## config.mk

```make
export PLATFORM = sky130hd
export DESIGN_NAME = mem_arbiter
export DESIGN_NICKNAME = d
export VERILOG_FILES = /design/src/common/soc_pkg.sv /design/src/hdl/mem_arbiter.sv
export SDC_FILE = /design/constraint.sdc
export NUM_CORES = 1
export LEC_CHECK = 0
export BUFFER_PORTS_ARGS = -buffer_cell sky130_fd_sc_hd__buf_2
export CAP_MARGIN = 20
export CELL_PAD_IN_SITES_DETAIL_PLACEMENT = 1
export CELL_PAD_IN_SITES_GLOBAL_PLACEMENT = 2
export CORE_ASPECT_RATIO = 2
export CORE_MARGIN = 1
export CORE_UTILIZATION = 10
export CTS_BUF_LIST = sky130_fd_sc_hd__clkbuf_8
export CTS_CLUSTER_DIAMETER = 40
export CTS_CLUSTER_SIZE = 20
export DETAILED_ROUTE_END_ITERATION = 10
export PLACE_DENSITY_LB_ADDON = 0.1
export SLEW_MARGIN = 20
export SYNTH_ARGS = -nofsm -noshare
export SYNTH_HDL_FRONTEND = slang
export SYNTH_SLANG_ARGS = --single-unit
```

## constraint.sdc

```tcl
create_clock -name clk -period 1.71 [get_ports clk]
set_input_delay 0.2565 -clock clk [delete_from_list [all_inputs] [get_ports clk]]
set_output_delay 0.2565 -clock clk [all_outputs]
set_load 0.005 [all_outputs]
```

## src/common/soc_pkg.sv

```systemverilog
package soc_pkg;

	// host bus widths
	localparam int addr_w = 32;
	localparam int data_w = 32;

	// shared data RAM, byte addresses 0x000 to 0x3FF
	localparam int ram_words = 256;
	localparam int ram_idx_w = $clog2(ram_words);

	// host window onto the RAM
	localparam logic [addr_w-1:0] mem_window_base = 32'h0000_0400;
	localparam logic [addr_w-1:0] mem_window_size = ram_words * 4;

	// register map, upper address bits must be zero
	typedef enum logic [7:0] {
		reg_ctrl     = 8'h00,
		reg_status   = 8'h04,
		reg_op_addr  = 8'h08,
		reg_res_addr = 8'h0C,
		reg_result0  = 8'h10,
		reg_result1  = 8'h14,
		reg_result2  = 8'h18,
		reg_result3  = 8'h1C
	} reg_offset_e;

	localparam logic [1:0] axi_resp_okay   = 2'b00;
	localparam logic [1:0] axi_resp_slverr = 2'b10;

endpackage

```

## src/hdl/mem_arbiter.sv

```systemverilog
`timescale 1ns/1ps

module mem_arbiter (
	input  logic                          clk,
	input  logic                          rst_n,

	input  logic                          host_ren,
	input  logic                          host_wen,
	input  logic [soc_pkg::addr_w-1:0]    host_addr,
	input  logic [soc_pkg::data_w-1:0]    host_wdata,
	output logic                          host_done,
	output logic [soc_pkg::data_w-1:0]    host_rdata,

	input  logic                          eng_ren,
	input  logic                          eng_wen,
	input  logic [soc_pkg::addr_w-1:0]    eng_addr,
	input  logic [soc_pkg::data_w-1:0]    eng_wdata,
	output logic                          eng_done,
	output logic [soc_pkg::data_w-1:0]    eng_rdata,

	output logic                          ram_en,
	output logic                          ram_we,
	output logic [soc_pkg::ram_idx_w-1:0] ram_index,
	output logic [soc_pkg::data_w-1:0]    ram_wdata,
	input  logic [soc_pkg::data_w-1:0]    ram_rdata
);
	import soc_pkg::*;

	logic host_req;
	logic eng_req;
	logic grant_host;
	logic grant_eng;
	logic pending;
	logic owner_eng;
	logic last_eng;

	assign host_req = host_ren | host_wen;
	assign eng_req  = eng_ren | eng_wen;

	// no new grant while a transfer completes
	// on a tie the side not served last wins
	assign grant_eng  = !pending && eng_req && (!host_req || !last_eng);
	assign grant_host = !pending && host_req && !grant_eng;

	assign ram_en    = grant_eng | grant_host;
	assign ram_we    = grant_eng ? eng_wen : host_wen;
	assign ram_index = grant_eng ? eng_addr[ram_idx_w+1:2] : host_addr[ram_idx_w+1:2];
	assign ram_wdata = grant_eng ? eng_wdata : host_wdata;

	always_ff @(posedge clk or negedge rst_n) begin
		if (!rst_n) begin
			pending   <= 1'b0;
			owner_eng <= 1'b0;
			last_eng  <= 1'b0;
		end else begin
			pending <= ram_en;
			if (ram_en) begin
				owner_eng <= grant_eng;
				last_eng  <= grant_eng;
			end
		end
	end

	assign host_done  = pending && !owner_eng;
	assign eng_done   = pending && owner_eng;
	assign host_rdata = ram_rdata;
	assign eng_rdata  = ram_rdata;

endmodule

```

-- Word-level counts from Yosys, hierarchy flattened
Cells that the tools add are included.
- register bits: 2
- word-level logic and storage cells: 19
- input bits: 166
- multiplexer cells: 3
- bitwise operators: 3
- reductions and logical operators: 11
- operator list (cell ; number):
    2-to-1 mux 32 bit ; 1
    2-to-1 mux 8 bit ; 1
    logical AND 1 bit ; 6
    logical NOT 1 bit ; 4
    OR 1 bit ; 3
    logical OR 1 bit ; 1
    2-to-1 mux 1 bit ; 1

-- Logic depth before layout (Yosys ltp)
- depth in word-level cells: 7
- mapped depth: 4
- depth with buffers taken out: 3

-- Worst setup path before layout
Ideal clock, no wire load.
- kind: flip-flop to output port
- start: register owner_eng (netlist name)
- end: output port ram_index[0] (netlist bit)
- required time: 1.454 ns
- setup slack: 0.372 ns
- cell stages (with the launch flop): 5
- path buffers: 1
- data arrival time: 1.081 ns
- path through: dfrtp_1 o21ai_2 o211ai_4 buf_6 mux2_4
- RTL lines (item ; RTL line ; RTL):
    end, declared ; mem_arbiter.sv:23 ; output logic [soc_pkg::ram_idx_w-1:0] ram_index,

==> flow_metrics.py <==
metrics = {
    "yosys": {
        "number_of_synthesized_register_bits": 2,
        "synthesis.nets": 286,
        "synth.distinct_cells": 13,
        "synthArstFlopShare_pct": 100,
        "yosys-top-cells-area": "sky130_fd_sc_hd__mux2_4 (47%), sky130_fd_sc_hd__buf_4 (39%), sky130_fd_sc_hd__dfrtp_1 (4.0%)",
        "postSynth.topFlopCell": "sky130_fd_sc_hd__dfrtp_1",
        "synth.top_cell.area_share_pct": 47.0,
        "proportion_of_synthesized_chip_area_in_sequential_cells_pct": 4.02,
        "synth.most_common_cell": "sky130_fd_sc_hd__buf_4",
        "ys_top_cells_by_count": "sky130_fd_sc_hd__buf_4 (64), sky130_fd_sc_hd__mux2_4 (39), sky130_fd_sc_hd__buf_6 (4)",
        "synth-edff-count": 0,
        "synth.avg_cell_area_um2": 10.4,
        "syn-instance-count": 120,
        "synth.cell_area_mm2": 0.00125,
        "yosysTopAreaCell": "sky130_fd_sc_hd__mux2_4",
        "synth.yosys.warnings": 0,
    },
    "run": {
        "max_cap_violations": 0,
    },
    "timing": {
        "final_hold_viols": 0,
        "timing.final.setup_violations": 37,
        "fin_skew_ps": 2.08,
        "final_min_period_over_clock_period_pct": 103,
        "timing.fmax_mhz": 569,
        "rsz0062_at_grt": "true",
        "fin_tns_setup_ps": -497,
        "finalMaxSlewViolations": 0,
        "timing.slew.headroom_pct": 79.0,
        "fin_worst_hold_slack_ps": 370,
        "timing.final.crit_period_ps": 1760,
        "max_slew.worst_pin.slew_ps": 312,
        "final.setup.worst_slack_ps": -46.7,
    },
    "detailed_routing": {
        "detail_route.iter0.violations": 6,
        "dr.pass1.iters": 2,
        "drt.antenna.violating_nets": 0,
        "drcViolationCount": 0,
        "detail_route.vias_per_cell": 3.23,
        "dr_wl_cell_um": 15.7,
        "vias": 1093,
        "wire_length_reported_by_the_detailed_router_um": 5310,
    },
    "clock_tree": {
        "cts.clk_slew.worst_paths_ps": 30,
        "cts_buf_count": 3,
        "bufs_on_longest_clock_path": 2,
        "cts_root_buf": "sky130_fd_sc_hd__clkbuf_8",
        "cts_max_level": 1,
        "clock_sink_count": 2,
        "tritoncts": "yes",
        "clkLatencyLatePin_ps": 210,
    },
    "setup_path": {
        "cp.arrival_ps": 1500,
        "worst_path_largest_cell_delay_ps": 360,
        "critPathBufInv": 2,
        "worstSetupStartpointType": "flip-flop",
        "worst_setup_path_end_kind": "output port",
        "crit_path_leading_delay_family": "flip-flops",
        "critPathRequiredTime_ps": 1450,
        "path_max_fanout": 16,
        "critical-path-slowest-cell": "sky130_fd_sc_hd__dfrtp_1",
        "path_cells": "o21ai_2, o211ai_4, buf_12, mux2_2, buf_2",
        "path_class": "flip-flop to output port",
    },
    "global_routing": {
        "grt_antenna_before_repair": 0,
        "global_route.usage.total_pct": 7.85,
        "grt_max_degree": 17,
        "global_route_wire_length_before_repair_um": 7070,
        "global_route.overflow_total": 0,
        "number_of_global_route_vias_before_repair": 1213,
    },
    "cells_and_area": {
        "nets": 359,
        "antenna-diode-count": 0,
        "post_route_design_area_mm2": 0.00176,
        "final_layout_size_suffix_gt1_share_pct": 95.3,
        "postLayoutCoreUtil_pct": 14.5,
        "fillCellCount": 1481,
        "instances_no_fill": 338,
        "area_delta_synth_final_pct": 41.1,
    },
    "floorplan": {
        "die_width_um": 80.9,
        "floorplan.io_pins": 274,
        "rows": 57,
        "std_cell_core_area_mm2": 0.0121,
        "floorplan.die_area_mm2": 0.0129,
        "start_util_pct": 10.3,
        "floorplan.die.height_um": 160,
    },
    "pwr": {
        "total_power_mw": 1.31,
        "power_density_mw_per_mm2": 747,
        "leakagePower_nw": 1.00,
        "vdd_ir_drop_max_mv": 0.202,
    },
    "placement": {
        "gp_routability_congestion": 0.651,
        "dpl_worst_slack_ps": -23.1,
        "dpl_cell_area_mm2": 0.00161,
        "post-dp-hpwl_um": 4880,
        "port-buffer-count": 129,
        "placed_cells_incl_taps": 334,
    },
    "status": {
        "failing_checks": "setup timing",
        "outcome": "finished, violations left",
    },
    "hold_path": {
        "hold_path.class": "input pin to asynchronous set/reset pin",
    },
}
## kinds of logic (layout without fill, tap and decap cells)
kind of cell | count (synthesis) | in the layout | synth area share [%]
flops | 2 | 2 | 4.02
buf+inv | 69 | 140 | 42.5
mux | 41 | 41 | 48.8
simple gates | 5 | 5 | 1.91
compound gates | 3 | 3 | 2.81
## final cells by class
type / count / area (um^2) / area share, %
Timing Repair Buffer: 136 / 812 / 46.2
Multi-Input combinational cell: 49 / 667 / 37.9
Tap cell: 147 / 184 / 10.5
Sequential cell: 2 / 50.0 / 2.85
Clock buffer: 3 / 41.3 / 2.35
Inverter: 1 / 3.75 / 0.214
## worst paths after layout
kind | start | endpoint | slack, ps | depth (start not counted)
worst max-delay path | owner_eng | ram_index[7] | -50 | 5
worst min-delay path | rst_n | owner_eng | 370 | 2
worst max register to register | owner_eng | owner_eng | 710 | 4
worst min register to register | pending | pending | 610 | 2
max in group asynchronous | rst_n | pending | 1240 | 2
min in group clk | host_ren | pending | 410 | 3
## cells in the final DEF (no fill, tap or decap)
master                            n
sky130_fd_sc_hd__mux2_4          39
sky130_fd_sc_hd__inv_2            1
sky130_fd_sc_hd__and2_1           1
sky130_fd_sc_hd__nor2_1           2
sky130_fd_sc_hd__mux2_2           2
sky130_fd_sc_hd__o21ai_0          1
sky130_fd_sc_hd__dfrtp_1          2
sky130_fd_sc_hd__buf_4            3
sky130_fd_sc_hd__buf_6           15
sky130_fd_sc_hd__o211ai_4         1
sky130_fd_sc_hd__dlygate4sd3_1    1
sky130_fd_sc_hd__buf_2          115
sky130_fd_sc_hd__nor4_1           1
sky130_fd_sc_hd__clkbuf_8         3
sky130_fd_sc_hd__o21ai_2          1
sky130_fd_sc_hd__buf_8            1
sky130_fd_sc_hd__nand2_1          1
sky130_fd_sc_hd__buf_12           1
## repair_timing
action | 4_1_cts | 5_1_grt
setup endpoints to repair | 38 | 41
resized for setup | 16 | 2
hold endpoints to repair | 2 | 0
cloned | 0 | 0
hold buffers | 1 | 0
buffers inserted | 0 | 0
## metal layers
layer	track usage, %	part of all wire, %	routed length (um)	vias up
met5	0	0	0	-
met1	4.59	20	1050	488
met2	19.1	68	3620	105
met4	2.11	2.0	105	0
met3	1.60	10	538	20
li1	-	-	-	480
## report_power, final
group          leakage, nW  internal [mW]  switching (mW)  total (mW)
Combinational        0.957          0.662           0.390        1.05
Sequential          0.0239         0.0626          0.0127      0.0753
Clock               0.0216          0.149          0.0357       0.184
Total                 1.00          0.874           0.439        1.31
## registers in the layout, indices dropped and copies added (netlist names)
register,count
owner_eng,1
pending,1
(Power assumes the default switching activity.)
