$ cat config.mk
export PLATFORM = sky130hd
export DESIGN_NAME = axil_regs
export DESIGN_NICKNAME = d
export VERILOG_FILES = /design/src/common/soc_pkg.sv /design/src/common/mm_pkg.sv /design/src/hdl/axil_regs.sv
export SDC_FILE = /design/constraint.sdc
export NUM_CORES = 1
export LEC_CHECK = 0
export BUFFER_PORTS_ARGS = -buffer_cell sky130_fd_sc_hd__buf_2
export CORE_AREA = 5 5 165 167
export CTS_CLUSTER_SIZE = 14
export DETAILED_ROUTE_END_ITERATION = 10
export DIE_AREA = 0 0 170 172
export PLACE_DENSITY = 0.8
export SETUP_SLACK_MARGIN = 0.02
export SYNTH_ARGS = -nofsm -noshare
export SYNTH_HDL_FRONTEND = slang
export SYNTH_SLANG_ARGS = --single-unit
$ cat constraint.sdc
create_clock -name clk -period 9.2 [get_ports clk]
set_input_delay 1.38 -clock clk [delete_from_list [all_inputs] [get_ports clk]]
set_output_delay 1.38 -clock clk [all_outputs]
set_load 0.05 [all_outputs]
$ cat src/common/soc_pkg.sv
package soc_pkg;

	// host bus widths
	localparam int addr_w = 32;
	localparam int data_w = 32;

	// shared data RAM, byte addresses 0x000 to 0x3FF
	localparam int ram_words = 256;
	localparam int ram_idx_w = $clog2(ram_words);

	// host window onto the RAM
	localparam logic [addr_w-1:0] mem_window_base = 32'h0000_0400;
	localparam logic [addr_w-1:0] mem_window_size = ram_words * 4;

	// register map, upper address bits must be zero
	typedef enum logic [7:0] {
		reg_ctrl     = 8'h00,
		reg_status   = 8'h04,
		reg_op_addr  = 8'h08,
		reg_res_addr = 8'h0C,
		reg_result0  = 8'h10,
		reg_result1  = 8'h14,
		reg_result2  = 8'h18,
		reg_result3  = 8'h1C
	} reg_offset_e;

	localparam logic [1:0] axi_resp_okay   = 2'b00;
	localparam logic [1:0] axi_resp_slverr = 2'b10;

endpackage

$ cat src/common/mm_pkg.sv
package mm_pkg;

	localparam int op_w = 128;

	// two guard bits, acc + B + N stays below 4N
	localparam int acc_w = op_w + 2;

	localparam int op_words = 4;
	localparam int word_sel_w = $clog2(op_words);

	// A at op_addr, B at op_addr+16, N at op_addr+32
	localparam int fetch_words = 3 * op_words;

	localparam int mm_iters = op_w;
	localparam int cnt_w = $clog2(mm_iters);

	typedef enum logic [2:0] {
		idle,
		fetch,
		run,
		reduce,
		write_back,
		finish
	} mm_state_e;

endpackage

$ cat src/hdl/axil_regs.sv
`timescale 1ns/1ps

module axil_regs (
	input  logic                       clk,
	input  logic                       rst_n,

	input  logic [soc_pkg::addr_w-1:0] awaddr,
	input  logic                       awvalid,
	output logic                       awready,
	input  logic [soc_pkg::data_w-1:0] wdata,
	input  logic                       wvalid,
	output logic                       wready,
	output logic [1:0]                 bresp,
	output logic                       bvalid,
	input  logic                       bready,
	input  logic [soc_pkg::addr_w-1:0] araddr,
	input  logic                       arvalid,
	output logic                       arready,
	output logic [soc_pkg::data_w-1:0] rdata,
	output logic [1:0]                 rresp,
	output logic                       rvalid,
	input  logic                       rready,

	output logic                       start,
	output logic [soc_pkg::addr_w-1:0] op_addr,
	output logic [soc_pkg::addr_w-1:0] res_addr,
	input  logic [mm_pkg::op_w-1:0]    result,
	input  logic                       busy,
	input  logic                       done,

	output logic                       mem_ren,
	output logic                       mem_wen,
	output logic [soc_pkg::addr_w-1:0] mem_addr,
	output logic [soc_pkg::data_w-1:0] mem_wdata,
	input  logic                       mem_done,
	input  logic [soc_pkg::data_w-1:0] mem_rdata
);
	import soc_pkg::*;
	import mm_pkg::*;

	typedef enum logic [2:0] {
		ax_idle,
		ax_mem_wr,
		ax_mem_rd,
		ax_bresp,
		ax_rresp
	} axil_state_e;

	axil_state_e       state;
	logic              wr_take;
	logic              rd_take;
	logic [addr_w-1:0] wr_off;
	logic [addr_w-1:0] rd_off;
	logic              wr_in_win;
	logic              rd_in_win;
	logic              done_flag;
	logic [op_w-1:0]   result_q;
	logic [data_w-1:0] reg_rdata;

	function automatic logic reg_mapped(input logic [addr_w-1:0] addr);
		logic hit;
		hit = 1'b0;
		if (addr[addr_w-1:8] == '0) begin
			case (addr[7:0])
				reg_ctrl, reg_status, reg_op_addr, reg_res_addr,
				reg_result0, reg_result1, reg_result2, reg_result3: hit = 1'b1;
				default: hit = 1'b0;
			endcase
		end
		return hit;
	endfunction

	// ###################################################################
	// address phase, AW and W only together, writes before reads

	assign wr_take = (state == ax_idle) && awvalid && wvalid;
	assign rd_take = (state == ax_idle) && arvalid && !(awvalid && wvalid);

	assign awready = wr_take;
	assign wready  = wr_take;
	assign arready = rd_take;

	// below the base the offset wraps and misses the window
	assign wr_off    = awaddr - mem_window_base;
	assign rd_off    = araddr - mem_window_base;
	assign wr_in_win = wr_off < mem_window_size;
	assign rd_in_win = rd_off < mem_window_size;

	always_comb begin
		reg_rdata = '0;
		case (araddr[7:0])
			reg_status:   reg_rdata = data_w'({done_flag, busy | start});
			reg_op_addr:  reg_rdata = op_addr;
			reg_res_addr: reg_rdata = res_addr;
			reg_result0:  reg_rdata = result_q[0*data_w +: data_w];
			reg_result1:  reg_rdata = result_q[1*data_w +: data_w];
			reg_result2:  reg_rdata = result_q[2*data_w +: data_w];
			reg_result3:  reg_rdata = result_q[3*data_w +: data_w];
			default:      reg_rdata = '0;
		endcase
	end

	// ###################################################################
	// control FSM and registers

	always_ff @(posedge clk or negedge rst_n) begin
		if (!rst_n) begin
			state     <= ax_idle;
			start     <= 1'b0;
			done_flag <= 1'b0;
			bresp     <= axi_resp_okay;
			rresp     <= axi_resp_okay;
			op_addr   <= '0;
			res_addr  <= '0;
		end else begin
			start <= 1'b0;
			if (start) begin
				done_flag <= 1'b0;
			end
			if (done) begin
				done_flag <= 1'b1;
			end
			case (state)
				ax_idle: begin
					if (wr_take) begin
						if (wr_in_win) begin
							state <= ax_mem_wr;
						end else begin
							state <= ax_bresp;
							bresp <= reg_mapped(awaddr) ? axi_resp_okay : axi_resp_slverr;
							if (reg_mapped(awaddr)) begin
								case (awaddr[7:0])
									reg_ctrl:     start <= wdata[0];
									reg_op_addr:  op_addr <= wdata;
									reg_res_addr: res_addr <= wdata;
									default: ;
								endcase
							end
						end
					end else if (rd_take) begin
						if (rd_in_win) begin
							state <= ax_mem_rd;
						end else begin
							state <= ax_rresp;
							rresp <= reg_mapped(araddr) ? axi_resp_okay : axi_resp_slverr;
						end
					end
				end
				ax_mem_wr: begin
					if (mem_done) begin
						bresp <= axi_resp_okay;
						state <= ax_bresp;
					end
				end
				ax_mem_rd: begin
					if (mem_done) begin
						rresp <= axi_resp_okay;
						state <= ax_rresp;
					end
				end
				ax_bresp: begin
					if (bready) begin
						state <= ax_idle;
					end
				end
				ax_rresp: begin
					if (rready) begin
						state <= ax_idle;
					end
				end
				default: state <= ax_idle;
			endcase
		end
	end

	// payload, window read data replaces the register value
	always_ff @(posedge clk) begin
		if (wr_take) begin
			mem_addr  <= wr_off;
			mem_wdata <= wdata;
		end else if (rd_take) begin
			mem_addr <= rd_off;
		end
		if (rd_take) begin
			rdata <= reg_rdata;
		end else if (state == ax_mem_rd && mem_done) begin
			rdata <= mem_rdata;
		end
		if (done) begin
			result_q <= result;
		end
	end

	assign mem_ren = (state == ax_mem_rd);
	assign mem_wen = (state == ax_mem_wr);
	assign bvalid  = (state == ax_bresp);
	assign rvalid  = (state == ax_rresp);

endmodule

# [Word-level counts from Yosys, hierarchy flattened]
# Memories as Yosys holds them, arrays and structs flattened.
# Cells that the tools add are included.
# W data, S select, Z words.
[totals] register_bits=297 latchBits=0 ramBits=0 rom_bits=96 inputBits=266 out_inout_bits=172 n_memories=3
[classes] n_addsub=2 mul=0 div_mod_pow=0 magnitude_cmp=2 n_eq_ne=23 shifts=0 n_mux=47 n_bitwise=2 n_reduce_logical=23
[memory_table] name="(name not given)" words=32 word_bits=1 rd=1 rd_clocked_by_memory_dff=0 write_ports=0 line_no="axil_regs.sv:64" source="case (addr[7:0])"
[memory_table] name="(name not given)" words=32 word_bits=1 rd=1 rd_clocked_by_memory_dff=0 write_ports=0 line_no="axil_regs.sv:64"
[memory_table] name="(name not given)" words=32 word_bits=1 rd=1 rd_clocked_by_memory_dff=0 write_ports=0 line_no="axil_regs.sv:64"
[op_table] op="$pmux W32 S7" count=1
[op_table] op="$mux W32" count=4
[op_table] op="$lt A32 B11 Y1 const B" count=2
[op_table] op="$sub A32 B11 Y32 const B" count=2
[op_table] op="$logic_not A24 Y1" count=2
[op_table] op="$eq A8 B4 Y1 const B" count=4
[op_table] op="$eq A8 B5 Y1 const B" count=4
[op_table] op="$mux W1" count=23
[op_table] op="$mux W3" count=7
[op_table] op="$reduce_and A5 Y1" count=4
[op_table] op="$mux W2" count=9
[op_table] op="$pmux W3 S5" count=1
[op_table] op="$ne A2 B2 Y1 const B" count=5
[op_table] op="$reduce_bool A2 Y1" count=5
[op_table] op="$logic_not A3 Y1" count=3
[op_table] op="$eq A8 B3 Y1 const B" count=1
[op_table] op="$logic_not A8 Y1" count=1
[op_table] op="$ne A2 B1 Y1 const B" count=4
[op_table] op="$pmux W2 S2" count=2
[op_table] op="$eq A3 B2 Y1 const B" count=2
[op_table] op="$logic_and A1 B1 Y1" count=6
[op_table] op="$reduce_and A4 Y1" count=1
[op_table] op="$eq A3 B1 Y1 const B" count=1
[op_table] op="$eq A3 B3 Y1 const B" count=1
[op_table] op="other kinds (4)" count=4

# [Longest topological paths before layout]
[logic_depth] ltp_word=12 mapped_depth=10 ltp_nobuf=9

# [Least setup slack after synthesis]
# No wires, ideal clock.
[synth_path] path_type="input port to output port" start="input port wvalid" end="output port wready" arrival_time_ns=3.910 slack_ns=3.910 cell_stages=5 path_buffers=3 cell_sequence="nand3_1 inv_1 clkbuf_1 buf_1 buf_4"
[synth_via] elab_chain_len=1
[synth_rtl] item="start: declaration" line_no="axil_regs.sv:11" source="input logic wvalid,"
[synth_rtl] item="$logic_and A1 B1 Y1" line_no="axil_regs.sv:76" source="assign wr_take = (state == ax_idle) && awvalid && wvalid;"
[synth_rtl] item="end: declaration" line_no="axil_regs.sv:12" source="output logic wready,"
# Every way passes these cells.

# [Worst setup path in the final report]
[layout_path] start="input port awvalid" end="output port arready"
[layout_via] elab_chain_len=3
[layout_rtl] item="start: declaration" line_no="axil_regs.sv:8" source="input logic awvalid,"
[layout_rtl] item="$logic_and A1 B1 Y1" line_no="axil_regs.sv:77" source="assign rd_take = (state == ax_idle) && arvalid && !(awvalid && wvalid);"
[layout_rtl] item="$logic_not A1 Y1" line_no="axil_regs.sv:77"
[layout_rtl] item="$logic_and A1 B1 Y1" line_no="axil_regs.sv:77"
[layout_rtl] item="end: declaration" line_no="axil_regs.sv:18" source="output logic arready,"
# Every way passes these cells.

==> impl_metrics.py <==
metrics = {
    "run_status": {
        "status": "finished clean",
    },
    "sta": {
        "worst_slew_pin_slew_ns": 1.22,
        "fmax_mhz": 222,
        "fin_setup_tns_ns": 0,
        "finalCritPeriodShare_pct": 49.0,
        "rsz0062_at_grt": "false",
        "slew_violations": 0,
        "whs_ns": 0.483,
        "maxSlewHeadroom_pct": 18.6,
        "fin_crit_ns": 4.51,
        "hold_viol_final": 0,
        "finClkSkew_ns": 0.0168,
        "setup_viol": 0,
        "layout_setup_ws_ns": 4.69,
    },
    "finish": {
        "register_area_mm2": 0.00850,
        "multiInputGateArea_mm2": 0.00401,
        "finalNetCount": 1615,
        "final_cell_count_no_fill": 1714,
        "mostFrequentLayoutCell": "buf_2",
        "drive_above_1_share_pct": 40.4,
        "area_growth_pct": 28.5,
        "layout_common_cells": "buf_2 (433), edfxtp_1 (224), nand2_1 (91)",
        "final_core_util_pct": 64.1,
        "fillers": 1937,
    },
    "pwr": {
        "ir_drop_uv": 199,
        "p_leak_nw": 7.20,
        "p_per_area_mw_per_mm2": 238,
    },
    "setup_path": {
        "startpoint_type": "input pin",
        "ff2ff_path_depth": 7,
        "cp_max_fo": 34,
        "path_class": "in -> out",
        "critical_path_arrival_ns": 3.13,
        "critPathCaptureType": "primary output",
        "crit_required_ns": 7.82,
        "cp-startpoint": "awvalid",
        "r2r_slack_ns": 5.89,
        "reg2reg_from": "state[0]",
        "r2r-end": "op_addr[28]",
    },
    "flow_run": {
        "max_cap_violations": 0,
    },
    "routing": {
        "drtPass1Iterations": 7,
        "wirelength_mm": 41.0,
        "wire_per_inst_um": 23.9,
        "vias_per_cell": 5.77,
        "first_iter_violations": 907,
        "drc": 0,
        "antenna_left": 0,
        "dr_total_vias": 9897,
    },
    "yosys": {
        "synth_cells": 918,
        "ys_seq_area_share_pct": 66.6,
        "synth_edf_count": 224,
        "synth_seq_cells": 295,
        "async_reset_ff_share_pct": 24.1,
        "syn_area_mm2": 0.0128,
        "ys_warn_count": 0,
        "ys.flop_type": "edfxtp_1",
        "syn_area_per_cell_um2": 13.9,
        "yosysUniqueCellTypes": 65,
    },
    "floorplanning": {
        "start_util_pct": 49.9,
        "rows": 59,
        "die_area_mm2": 0.0292,
        "ios": 438,
        "core-area_mm2": 0.0256,
        "die_x_um": 170,
        "die_y_um": 172,
    },
    "placement": {
        "io_buffers": 435,
        "place_congestion": 0.927,
        "hpwl_mm": 28.8,
        "dpl.cell_count": 1648,
        "dp_slack_ns": 4.56,
    },
    "clock_network": {
        "clock-sinks": 295,
        "clkLatencyLatePin_ns": 0.57,
        "ctsHoldBuffers": 0,
        "cts.htree.levels": 1,
        "cts.repair.resized": 0,
        "numCtsBuffers": 30,
        "cts_root_buf": "clkbuf_16",
        "clk_path_buf_depth": 3,
        "clk_pin_slew_worst_paths_ns": 0.07,
        "cts_tree": "yes",
        "post_cts_buffers": 0,
    },
    "global_routing": {
        "grt_overflow": 0,
        "grt_use_total_pct": 26.7,
        "grt_pass1_vias": 9995,
        "grt_max_degree": 72,
        "grt_pass1_wl_mm": 59.2,
        "antenna_found_initial": 17,
    },
    "min_path": {
        "hold_class": "reg -> reg",
        "holdCritStartpoint": "done_flag",
        "hold_depth": 1,
        "hold_end": "done_flag",
    },
}
critical path, stage by stage:
cell and delay (ns):
buf_2 0.12, nand2_1 0.14, nand3_2 0.78, inv_1 0.35, buf_2 0.35
worst max-delay path by stage:
stage / endpoint / cells past startpoint
after detailed placement: op_addr[28] / 10
final: arready / 5
after floorplan: wready / 5
after global placement: op_addr[31] / 9
after CTS: arready / 5
after global routing: arready / 5
logic make-up after synthesis:
kind of cell,Yosys count,share of synthesized area [%]
AO/OA/AOI/OAI,160,8.45
XOR/XNOR,36,2.47
adder cells (fa/ha/maj),4,0.392
buffers and inverters,67,2.30
flip-flops,295,66.6
multiplexers,129,10.7
other,1,0.0294
AND/OR/NAND/NOR,226,9.04
cell usage after synthesis (3+ instances only):
master / count / area, um^2
edfxtp_1: 224 / 6730
nand2_1: 92 / 345
dfrtp_1: 71 / 1780
mux2i_1: 65 / 651
o21ai_0: 51 / 255
nor2_1: 45 / 169
clkbuf_1: 36 / 135
mux2_2: 33 / 372
a221oi_1: 32 / 280
mux2_1: 31 / 349
o22ai_1: 26 / 163
xnor2_1: 21 / 184
inv_1: 15 / 56.3
xor2_1: 15 / 131
nor4_1: 14 / 87.6
nor3_1: 13 / 65.1
a21oi_1: 9 / 45.0
nand3_1: 8 / 40.0
a31oi_1: 7 / 43.8
buf_2: 7 / 35.0
or4_1: 7 / 52.6
nand2b_1: 5 / 31.3
nand4_1: 5 / 31.3
o31ai_1: 5 / 37.5
or3_1: 5 / 31.3
a22o_1: 4 / 35.0
ha_1: 4 / 50.1
nor3b_1: 4 / 30.0
o2bb2ai_1: 4 / 35.0
and2_1: 3 / 18.8
and3_1: 3 / 18.8
buf_1: 3 / 11.3
buf_4: 3 / 22.5
buf_6: 3 / 33.8
nor4b_1: 3 / 26.3
where the power goes:
part | switching [mW] | internal (mW) | total, mW
sequential | 0.0550 | 1.64 | 1.69
combinational | 0.661 | 0.190 | 0.851
clock | 0.535 | 0.826 | 1.36
routing by layer:
metal	share of wire [%]	routed length, um	global-route usage (%)	up-vias
met5	0.21	87	0	-
met4	3.2	1300	10.1	14
met3	11	4400	7.32	94
met2	50	20600	45.7	636
met1	36	14700	32.7	4775
li1	-	-	-	4378
sequential cells by signal, summed over array words and instances, names as in the netlist:
register and cells:
bresp 1, done_flag 1, mem_addr 32, mem_wdata 32, op_addr 32, rdata 32, res_addr 32, result_q 128
rresp 1, start 1, state 3
layout make-up:
type,instances,area share (%)
antenna,10,0.152
clock buffer,40,5.44
clock inverter,16,1.46
inverter,15,0.343
multi-input combinational,557,24.4
sequential,295,51.8
tap,335,2.55
timing repair buffer,446,13.8
per-stage QoR:
stage | cell area, um^2 | power (mW)
6_report | 16400 | 3.91
3_3_place_gp | 15300 | 2.56
4_1_cts | 16400 | 3.93
3_5_place_dp | 15300 | 2.57
5_1_grt | 16400 | 4.04
2_1_floorplan | 12800 | 2.28
(Power assumes the default switching activity.)
